==> src/wb_defines.svh <==
`ifndef WB_DEFINES_SVH
`define WB_DEFINES_SVH

`define WB_XLEN  32
`define WB_NREGS 32

// RV32I major opcodes.
`define OP_LUI    7'b0110111
`define OP_AUIPC  7'b0010111
`define OP_JAL    7'b1101111
`define OP_JALR   7'b1100111
`define OP_BRANCH 7'b1100011
`define OP_LOAD   7'b0000011
`define OP_STORE  7'b0100011
`define OP_IMM    7'b0010011
`define OP_REG    7'b0110011

`define F3_LB  3'b000
`define F3_LH  3'b001
`define F3_LW  3'b010
`define F3_LBU 3'b100
`define F3_LHU 3'b101

`endif

==> src/wb_pkg.sv <==
`include "wb_defines.svh"

package wb_pkg;

    // One data or instruction word.
    typedef logic [`WB_XLEN-1:0] word_t;

    typedef logic [$clog2(`WB_NREGS)-1:0] reg_addr_t;

    // Writeback source select.
    typedef logic [1:0] wb_sel_t;

    typedef logic [6:0] opcode_t;
    typedef logic [2:0] funct3_t;

    // Select encodings.
    localparam wb_sel_t WB_SEL_MEM = 2'd0;
    localparam wb_sel_t WB_SEL_ALU = 2'd1;
    localparam wb_sel_t WB_SEL_PC4 = 2'd2;

endpackage

==> src/wb_ctl.sv <==
`timescale 1ns/10ps

`include "wb_defines.svh"

module wb_ctl
    import wb_pkg::*;
(
    input  logic    clk,
    input  logic    rst,
    input  word_t   pc_4_acc,
    input  word_t   alu_out_acc,
    input  word_t   dmem_out,
    input  word_t   instr,
    output wb_sel_t wb_sel,
    output logic    reg_wen,
    output word_t   pc_4_wb,
    output word_t   alu_out_wb,
    output word_t   dmem_out_wb,
    output word_t   instr_wb
);

    opcode_t opcode;
    wb_sel_t dec_sel;
    logic    dec_wen;

    assign opcode = instr[6:0];

    // Decode of the instruction waiting at the stage inputs.
    always_comb begin
        dec_sel = WB_SEL_MEM;
        dec_wen = 1'b0;
        case (opcode)
            `OP_LUI, `OP_AUIPC: begin
                dec_sel = WB_SEL_ALU;
                dec_wen = 1'b1;
            end
            `OP_IMM, `OP_REG: begin
                dec_sel = WB_SEL_ALU;
                dec_wen = 1'b1;
            end
            `OP_LOAD: begin
                dec_sel = WB_SEL_MEM;
                dec_wen = 1'b1;
            end
            `OP_JAL, `OP_JALR: begin
                dec_sel = WB_SEL_PC4; // Link address.
                dec_wen = 1'b1;
            end
            `OP_STORE, `OP_BRANCH: begin
                dec_sel = WB_SEL_MEM; // No destination register.
                dec_wen = 1'b0;
            end
            default: begin
                dec_sel = WB_SEL_MEM;
                dec_wen = 1'b0;
            end
        endcase
    end

    always_ff @(posedge clk or posedge rst) begin
        if (rst) begin
            wb_sel      <= WB_SEL_MEM;
            reg_wen     <= 1'b0;
            pc_4_wb     <= '0;
            alu_out_wb  <= '0;
            dmem_out_wb <= '0;
            instr_wb    <= '0; // Clears rd too.
        end else begin
            wb_sel      <= dec_sel;
            reg_wen     <= dec_wen;
            pc_4_wb     <= pc_4_acc;
            alu_out_wb  <= alu_out_acc;
            dmem_out_wb <= dmem_out;
            instr_wb    <= instr;
        end
    end

endmodule

==> src/wb_mux.sv <==
`timescale 1ns/10ps

`include "wb_defines.svh"

module wb_mux
    import wb_pkg::*;
(
    input  wb_sel_t wb_sel,
    input  word_t   pc_4_wb,
    input  word_t   alu_out_wb,
    input  word_t   dmem_out_wb,
    input  word_t   instr_wb,
    output word_t   wb_data
);

    funct3_t     funct3;
    logic [1:0]  offset;
    logic [7:0]  ld_byte;
    logic [15:0] ld_half;
    word_t       load_data;

    assign funct3 = instr_wb[14:12];
    assign offset = alu_out_wb[1:0]; // Byte address within the word.

    always_comb begin
        case (offset)
            2'd0:    ld_byte = dmem_out_wb[7:0];
            2'd1:    ld_byte = dmem_out_wb[15:8];
            2'd2:    ld_byte = dmem_out_wb[23:16];
            default: ld_byte = dmem_out_wb[31:24];
        endcase
    end

    assign ld_half = offset[1] ? dmem_out_wb[31:16] : dmem_out_wb[15:0];

    // Extension by load width.
    always_comb begin
        case (funct3)
            `F3_LB:  load_data = {{(`WB_XLEN-8){ld_byte[7]}}, ld_byte};
            `F3_LBU: load_data = {{(`WB_XLEN-8){1'b0}}, ld_byte};
            `F3_LH:  load_data = {{(`WB_XLEN-16){ld_half[15]}}, ld_half};
            `F3_LHU: load_data = {{(`WB_XLEN-16){1'b0}}, ld_half};
            `F3_LW:  load_data = dmem_out_wb;
            default: load_data = dmem_out_wb;
        endcase
    end

    always_comb begin
        case (wb_sel)
            WB_SEL_ALU: wb_data = alu_out_wb;
            WB_SEL_PC4: wb_data = pc_4_wb;
            WB_SEL_MEM: wb_data = load_data;
            default:    wb_data = load_data;
        endcase
    end

endmodule

==> src/reg_file.sv <==
`timescale 1ns/10ps

`include "wb_defines.svh"

module reg_file
    import wb_pkg::*;
(
    input  logic      clk,
    input  logic      rst,
    input  logic      we,
    input  reg_addr_t waddr,
    input  word_t     wdata,
    input  reg_addr_t rs1_addr,
    input  reg_addr_t rs2_addr,
    output word_t     rs1_data,
    output word_t     rs2_data,
    output logic      wr_en
);

    // x0 has no storage.
    word_t regs [1:`WB_NREGS-1];

    assign wr_en = we && (waddr != '0);

    always_ff @(posedge clk or posedge rst) begin
        if (rst) begin
            for (int i = 1; i < `WB_NREGS; i++) begin
                regs[i] <= '0;
            end
        end else if (wr_en) begin
            regs[waddr] <= wdata;
        end
    end

    // Write-through read.
    function automatic word_t read_port(input reg_addr_t addr);
        word_t data;
        if (addr == '0) begin
            data = '0;
        end else if (wr_en && (addr == waddr)) begin
            data = wdata; // Value being written this cycle.
        end else begin
            data = regs[addr];
        end
        return data;
    endfunction

    assign rs1_data = read_port(rs1_addr);
    assign rs2_data = read_port(rs2_addr);

endmodule

==> src/wb_top.sv <==
`timescale 1ns/10ps

module wb_top
    import wb_pkg::*;
(
    input  logic      clk,
    input  logic      rst,
    input  word_t     pc_4,
    input  word_t     alu_out,
    input  word_t     dmem_out,
    input  word_t     instr,
    input  reg_addr_t rs1_addr,
    input  reg_addr_t rs2_addr,
    output word_t     rs1_data,
    output word_t     rs2_data,
    output logic      wb_en,
    output reg_addr_t wb_rd,
    output word_t     wb_data
);

    wb_sel_t wb_sel;
    logic    reg_wen;
    word_t   pc_4_wb;
    word_t   alu_out_wb;
    word_t   dmem_out_wb;
    word_t   instr_wb;

    assign wb_rd = instr_wb[11:7]; // Destination register.

    wb_ctl u_wb_ctl (
        .clk         (clk),
        .rst         (rst),
        .pc_4_acc    (pc_4),
        .alu_out_acc (alu_out),
        .dmem_out    (dmem_out),
        .instr       (instr),
        .wb_sel      (wb_sel),
        .reg_wen     (reg_wen),
        .pc_4_wb     (pc_4_wb),
        .alu_out_wb  (alu_out_wb),
        .dmem_out_wb (dmem_out_wb),
        .instr_wb    (instr_wb)
    );

    wb_mux u_wb_mux (
        .wb_sel      (wb_sel),
        .pc_4_wb     (pc_4_wb),
        .alu_out_wb  (alu_out_wb),
        .dmem_out_wb (dmem_out_wb),
        .instr_wb    (instr_wb),
        .wb_data     (wb_data)
    );

    // Also qualifies the write for forwarding.
    reg_file u_reg_file (
        .clk      (clk),
        .rst      (rst),
        .we       (reg_wen),
        .waddr    (wb_rd),
        .wdata    (wb_data),
        .rs1_addr (rs1_addr),
        .rs2_addr (rs2_addr),
        .rs1_data (rs1_data),
        .rs2_data (rs2_data),
        .wr_en    (wb_en)
    );

endmodule

==> config.mk <==
export PLATFORM = sky130hd
export DESIGN_NAME = wb_top
export DESIGN_NICKNAME = d
export VERILOG_FILES = /design/src/wb_pkg.sv /design/src/wb_ctl.sv /design/src/wb_mux.sv /design/src/reg_file.sv /design/src/wb_top.sv
export VERILOG_INCLUDE_DIRS = /design/src
export SDC_FILE = /design/constraint.sdc
export NUM_CORES = 2
export LEC_CHECK = 0
export BUFFER_PORTS_ARGS = -buffer_cell sky130_fd_sc_hd__buf_2
export CELL_PAD_IN_SITES_DETAIL_PLACEMENT = 0
export CELL_PAD_IN_SITES_GLOBAL_PLACEMENT = 1
export CORE_UTILIZATION = 50
export DETAILED_ROUTE_END_ITERATION = 8
export GPL_ROUTABILITY_DRIVEN = 0
export PLACE_DENSITY = 0.79
export SETUP_SLACK_MARGIN = 0.15
export SYNTH_ARGS = -nofsm -noshare
export SYNTH_HDL_FRONTEND = slang
export SYNTH_SLANG_ARGS = --single-unit
==> constraint.sdc <==
create_clock -name clk -period 42.1 [get_ports clk]
set_clock_uncertainty 0.15 [all_clocks]
set_input_delay 8.42 -clock clk [delete_from_list [all_inputs] [get_ports clk]]
set_output_delay 8.42 -clock clk [all_outputs]
set_load 0.02 [all_outputs]
# Word level (Yosys, flattened, before mapping)

Index checks and enable logic that the tools add are counted.

Flip-flop bits (word level): 1106
Input port bits: 140

$lt $le $gt $ge: 4
Eq/ne operators: 16
Mux-type cells: 19
Bitwise operators: 3
Reductions and logical operators: 12

Operator list:

| cell                 | number |
|---|---|
| $bwmux W992          | 1 |
| $bmux W32 S5         | 2 |
| $mux W32             | 9 |
| $demux W32 S5        | 1 |
| $pmux W32 S4         | 1 |
| $pmux W32 S2         | 1 |
| $pmux W8 S3          | 1 |
| $ge A6 B6 Y1 const B | 3 |
| $not A5 Y6           | 3 |
| $mux W16             | 1 |
| $eq A7 B5 Y1 const B | 2 |
| $eq A7 B6 Y1 const B | 2 |
| $eq A7 B7 Y1 const B | 2 |
| $eq A5 B5 Y1         | 2 |
| $logic_not A5 Y1     | 2 |
| $eq A7 B2 Y1 const B | 1 |
| $reduce_or A7 Y1     | 1 |
| $eq A3 B3 Y1 const B | 2 |
| $lt A6 B1 Y1 const B | 1 |
| $reduce_bool A5 Y1   | 1 |
| $eq A2 B1 Y1 const B | 2 |
| $eq A2 B2 Y1 const B | 2 |
| $logic_and A1 B1 Y1  | 4 |
| $pmux W2 S2          | 1 |
| 6 further kinds      | 6 |

# Logic depth before layout (Yosys ltp)

Depth after elaboration: 6
Gate-level depth with buffers: 10
Mapped depth without buffers: 8

# By module

From an unflattened synthesis, not the netlist that was laid out.

Cell total of the unflattened synthesis: 3944
Area, all modules: 57804.2 µm²

Modules (own cells, without submodules):

| module   | times used | cells each | area each (µm²) | sequential area each (µm²) |
|---|---|---|---|---|
| reg_file | 1          | 3637       | 53338.7         | 24823.8 |
| wb_ctl   | 1          | 139        | 3333.2          | 3278.1 |
| wb_mux   | 1          | 168        | 1132.3          | 0.0 |

# Least setup slack after synthesis

No wires, ideal clock.

Path type: in2out
From: in rs2_addr[1]
To: out rs2_data[31]
Arrival time: 10.164 ns
Required time: 33.530 ns
Slack: 23.366 ns
Stages on the path: 9
Buffers on the path: 5
Cell sequence: buf_2 -> buf_4 -> buf_2 -> buf_2 -> buf_4 -> mux2i_1 -> mux2i_1 -> nor3_1 -> a211oi_1

Cells in the longest elaborated chain, start to end: 6

Ends and longest elaborated chain:

| item                                        | RTL line       | RTL |
|---|---|---|
| start, declared                             | wb_top.sv:13   | `input reg_addr_t rs2_addr,` |
| $not A5 Y6 (implied by the code)            | reg_file.sv:43 | `data = regs[addr];` |
| $bmux W32 S5                                | reg_file.sv:43 |  |
| $mux W32 (implied by the code) (2 in a row) | reg_file.sv:43 |  |
| $mux W32                                    | reg_file.sv:40 | `end else if (wr_en && (addr == waddr)) begin` |
| $mux W32 (*)                                | reg_file.sv:38 | `if (addr == '0) begin` |
| end, declared                               | wb_top.sv:15   | `output word_t rs2_data,` |

Every way passes the cells marked *; elsewhere a longest branch is shown, timed or not. The select of a mux whose other input is x is not followed.

# Final worst setup path

From: in rs1_addr[0]
To: out rs1_data[27]

Cells in the longest elaborated chain, start to end: 6

Ends and longest elaborated chain:

| item                                        | RTL line       | RTL |
|---|---|---|
| start, declared                             | wb_top.sv:12   | `input reg_addr_t rs1_addr,` |
| $not A5 Y6 (implied by the code)            | reg_file.sv:43 |  |
| $bmux W32 S5                                | reg_file.sv:43 |  |
| $mux W32 (implied by the code) (2 in a row) | reg_file.sv:43 |  |
| $mux W32                                    | reg_file.sv:40 |  |
| $mux W32 (*)                                | reg_file.sv:38 |  |
| end, declared                               | wb_top.sv:14   | `output word_t rs1_data,` |

Marked as above.

==> metrics.md <==
| Metric | Value |
|---|---|
| Outcome | finished, final reports clean |
| Vias in the first global route | about 42000 |
| Num CTS Buffers | 116 |
| Leakage | 27.1 nW |
| CP Launch Point | rs1_addr[0] |
| Largest net degree at the start of global routing | between 150 and 200 |
| VDD IR-drop max | about 0.033 mV |
| Final wirelength | 177 mm |
| Via count | roughly 43000 |
| Crit Path Category | in2out |
| Antenna viol nets, final | 0 |
| # IOs | about 240 |
| Reg2reg start | u_wb_ctl.wb_sel[1]$_DFF_PP0_ |
| Peak fanout along the critical path | a little under 80 |
| Synth Instances | between 5000 and 6000 |
| PD cells | 40.8 nW/um2 |
| CTS Hold Bufs | 0 |
| Sequential element share of the synthesized area | 0.490 |
| Gr ovfl total | 0 |
| Buf/Inv on CP | 6 |
| Detailed Route Iter0 Violations | between 4000 and 5000 |
| Delay-heaviest family, CP | buffers and inverters |
| CTS tree | built |
| Worst EP required | approximately 34 ns |
| Final setup fails | 0 |
| Clock Sinks | roughly 1100 |
| Fin util | 0.559 |
| WL/cell | between 20 and 30 um |
| DIE HEIGHT | 337 um |
| Initial antenna violation count | 5 |
| Top FF cell, synth | dfrtp_1 |
| Fin. Hold Viols | 0 |
| Max-Cap Viols | 0 |
| Post-cts resize count | 0 |
| CORE AREA | ~110000 um2 |
| GRT Util Overall | 0.316 |
| Hold path startpoint | u_reg_file.regs[176]$_DFFE_PP0P_ |
| Worst Path Arrival | between 10 and 15 ns |
| RSZ-0062 raised after global routing | no |
| Critical Path Most Common Cell | buf_4 |
| Initial Util | 0.505 |
| Cell area after placement | 57900 um2 |
| DRC | 0 |
| Most common cell after layout, fill and taps aside | dfrtp_1 |
| Worst setup EP type | output port |
| Slowest-stage cell, CP | buf_4 |
| Worst-skew pair later-pin latency | approximately 0.73 ns |
| PortBufs | roughly 220 |
| Syn. warnings | 0 |
| Pwr Total | between 0.002 and 0.003 W |
| Drt first pass iters | 6 |
| Minimum clock period | ~22 ns |
| Max Transition Viols Final | 0 |
| CTS H-tree lvls | 3 |
| Sum Neg Setup Slack | 0 ns |
| Syn avg cell area | between 10 and 15 um2 |
| Top-area cell type share of the netlist area | 0.490 |
| Register bit total from synthesis | between 1000 and 1500 |
| Crit-path cells | buf_8 -> buf_4 -> buf_4 -> inv_1 -> nor2_2 -> buf_4 -> a22o_1 -> a211oi_1 -> a22oi_1 -> buf_2 |
| Clk root buf | clkbuf_16 |
| Area Growth Syn to Fin | 10.6% |
| Mapped Nets | between 5000 and 6000 |
| Post-synth EDFFs | 0 |
| HP Class | reg2reg |
| CP Launch Type | input port |
| Design Area, Final | just over 60000 um2 |
| Slew Limit Headroom | 0.107 |
| Synth unique cells | 65 |
| Fraction of layout cells with a size suffix above 1 | 0.216 |
| Post CTS Setup Buffer Count | 0 |
| Post-synth ARST share | 1.00 |
| Synth area leader | dfrtp_1 |
| Die ar. | 114000 um2 |
| FILL cells | 9623 |
| Max Freq | between 40 and 50 MHz |
| Clk buf depth | 3 |
| CTS clk-pin slew, worst paths | 0.06 ns |
| Most frequent cells in the layout | 1099 x dfrtp_1, 1058 x nand2_1, 963 x o21ai_0 |
| Post-layout net count | about 5400 |
| Vias per Instance | around 6.3 |
| Die width | between 300 and 400 um |
| Core Rows | between 100 and 150 |
| Post-Syn Area | around 56000 um2 |
| First-pass GRT wire length | about 270 mm |
| Synth area leaders | dfrtp_1 49%, mux4_2 14%, o21ai_0 8.6% |
| Crit path largest cell delay | roughly 0.75 ns |
| Slew @ Worst Pin | 1.31 ns |
| Final period utilization | 0.520 |
| Dpl hpwl | roughly 110 mm |
[synth_stat cells (all sizes together), types with 4 or more instances]
cell type and count:
nand2 1090, inv 46, o21ai 991, o31a 5, and2 5, o22ai 101
xnor2 4, nor3 11, xor2 6, clkbuf 335, mux2i 141, a21o 8
a22oi 110, nor2b 20, mux4 350, o211ai 7, a22o 23, nor3b 6
o2111ai 11, a211oi 37, nand3b 4, buf 201, a31oi 12, o221ai 22
nor4 14, mux2 161, a21oi 116, or2 7, a2111oi 23, nand3 10
a221o 8, a221oi 68, o31ai 11, nor2 170, dfrtp 1099, nand2b 24
[flip-flops by register name (all words and copies together) (netlist names)]
name and count:
u_wb_ctl.dmem_out_wb 32, u_wb_ctl.reg_wen 1, u_wb_ctl.wb_sel 2, u_wb_ctl.alu_out_wb 32, u_reg_file.regs 992, u_wb_ctl.pc_4_wb 32, u_wb_ctl.instr_wb 8
[kinds of logic after synthesis]
| family | share of synthesized area |
|---|---|
| AO/OA/AOI/OAI | 0.165 |
| AND/OR/NAND/NOR | 0.0969 |
| flip-flops | 0.490 |
| multiplexers | 0.198 |
| buffers and inverters | 0.0474 |
| XOR/XNOR | 0.00156 |
| adder cells (fa/ha/maj) | 0.000446 |
[worst min-delay path, cell delays in order (launching register included)]
cell and delay, ns:
dfrtp_1 0.35, nand2_1 0.05, o21ai_0 0.06
[final cells by class]
class	count	area, um2	area share
clock buffers	171	3510	0.0566
flip-flops and latches	1099	27500	0.443
inverters	47	184	0.00297
repair buffers	358	2250	0.0363
diodes	5	12.5	0.000202
clock inverters	46	599	0.00966
well taps	1488	1860	0.0300
multi-input cells	3596	26100	0.421
[per-stage QoR]
stage | cells | setup WS, ns | hold slack (ns)
2_1_floorplan | 5278 | 2.59 | 0.309
3_3_place_gp | 6586 | 20.40 | 0.322
3_5_place_dp | 6586 | 20.39 | 0.335
4_1_cts | 6803 | 20.37 | 0.348
5_1_grt | 6806 | 20.10 | 0.360
6_report | 6810 | 20.19 | 0.343
[where the power goes]
part | total, W | switching (W) | internal, W
Combinational | 0.000297 | 0.000193 | 0.000103
Sequential | 0.00114 | 0.0000345 | 0.00110
Clock | 0.00110 | 0.000443 | 0.000655
[per-layer routing]
layer | global-route usage | share of wire | up-vias
met5 | 0 | 0.000062 | -
met4 | 0.104 | 0.031 | 2
met3 | 0.0636 | 0.092 | 324
met2 | 0.483 | 0.45 | 1854
met1 | 0.452 | 0.42 | 21423
li1 | - | - | 18967
[final timing paths]
| path | end | slack (ns) | cells after the start |
|---|---|---|---|
| hold / removal | u_reg_file.regs[176]$_DFFE_PP0P_ | 0.34 | 2 |
| hold reg to reg | u_reg_file.regs[176]$_DFFE_PP0P_ | 0.34 | 2 |
| min in group asynchronous | u_reg_file.regs[612]$_DFFE_PP0P_ | 7.73 | 2 |
| max in group asynchronous | u_reg_file.regs[56]$_DFFE_PP0P_ | 30.12 | 6 |
| setup / recovery | rs1_data[27] | 20.19 | 10 |
| setup reg to reg | u_reg_file.regs[220]$_DFFE_PP0P_ | 38.80 | 7 |
Power figures use the tool's default switching activity.
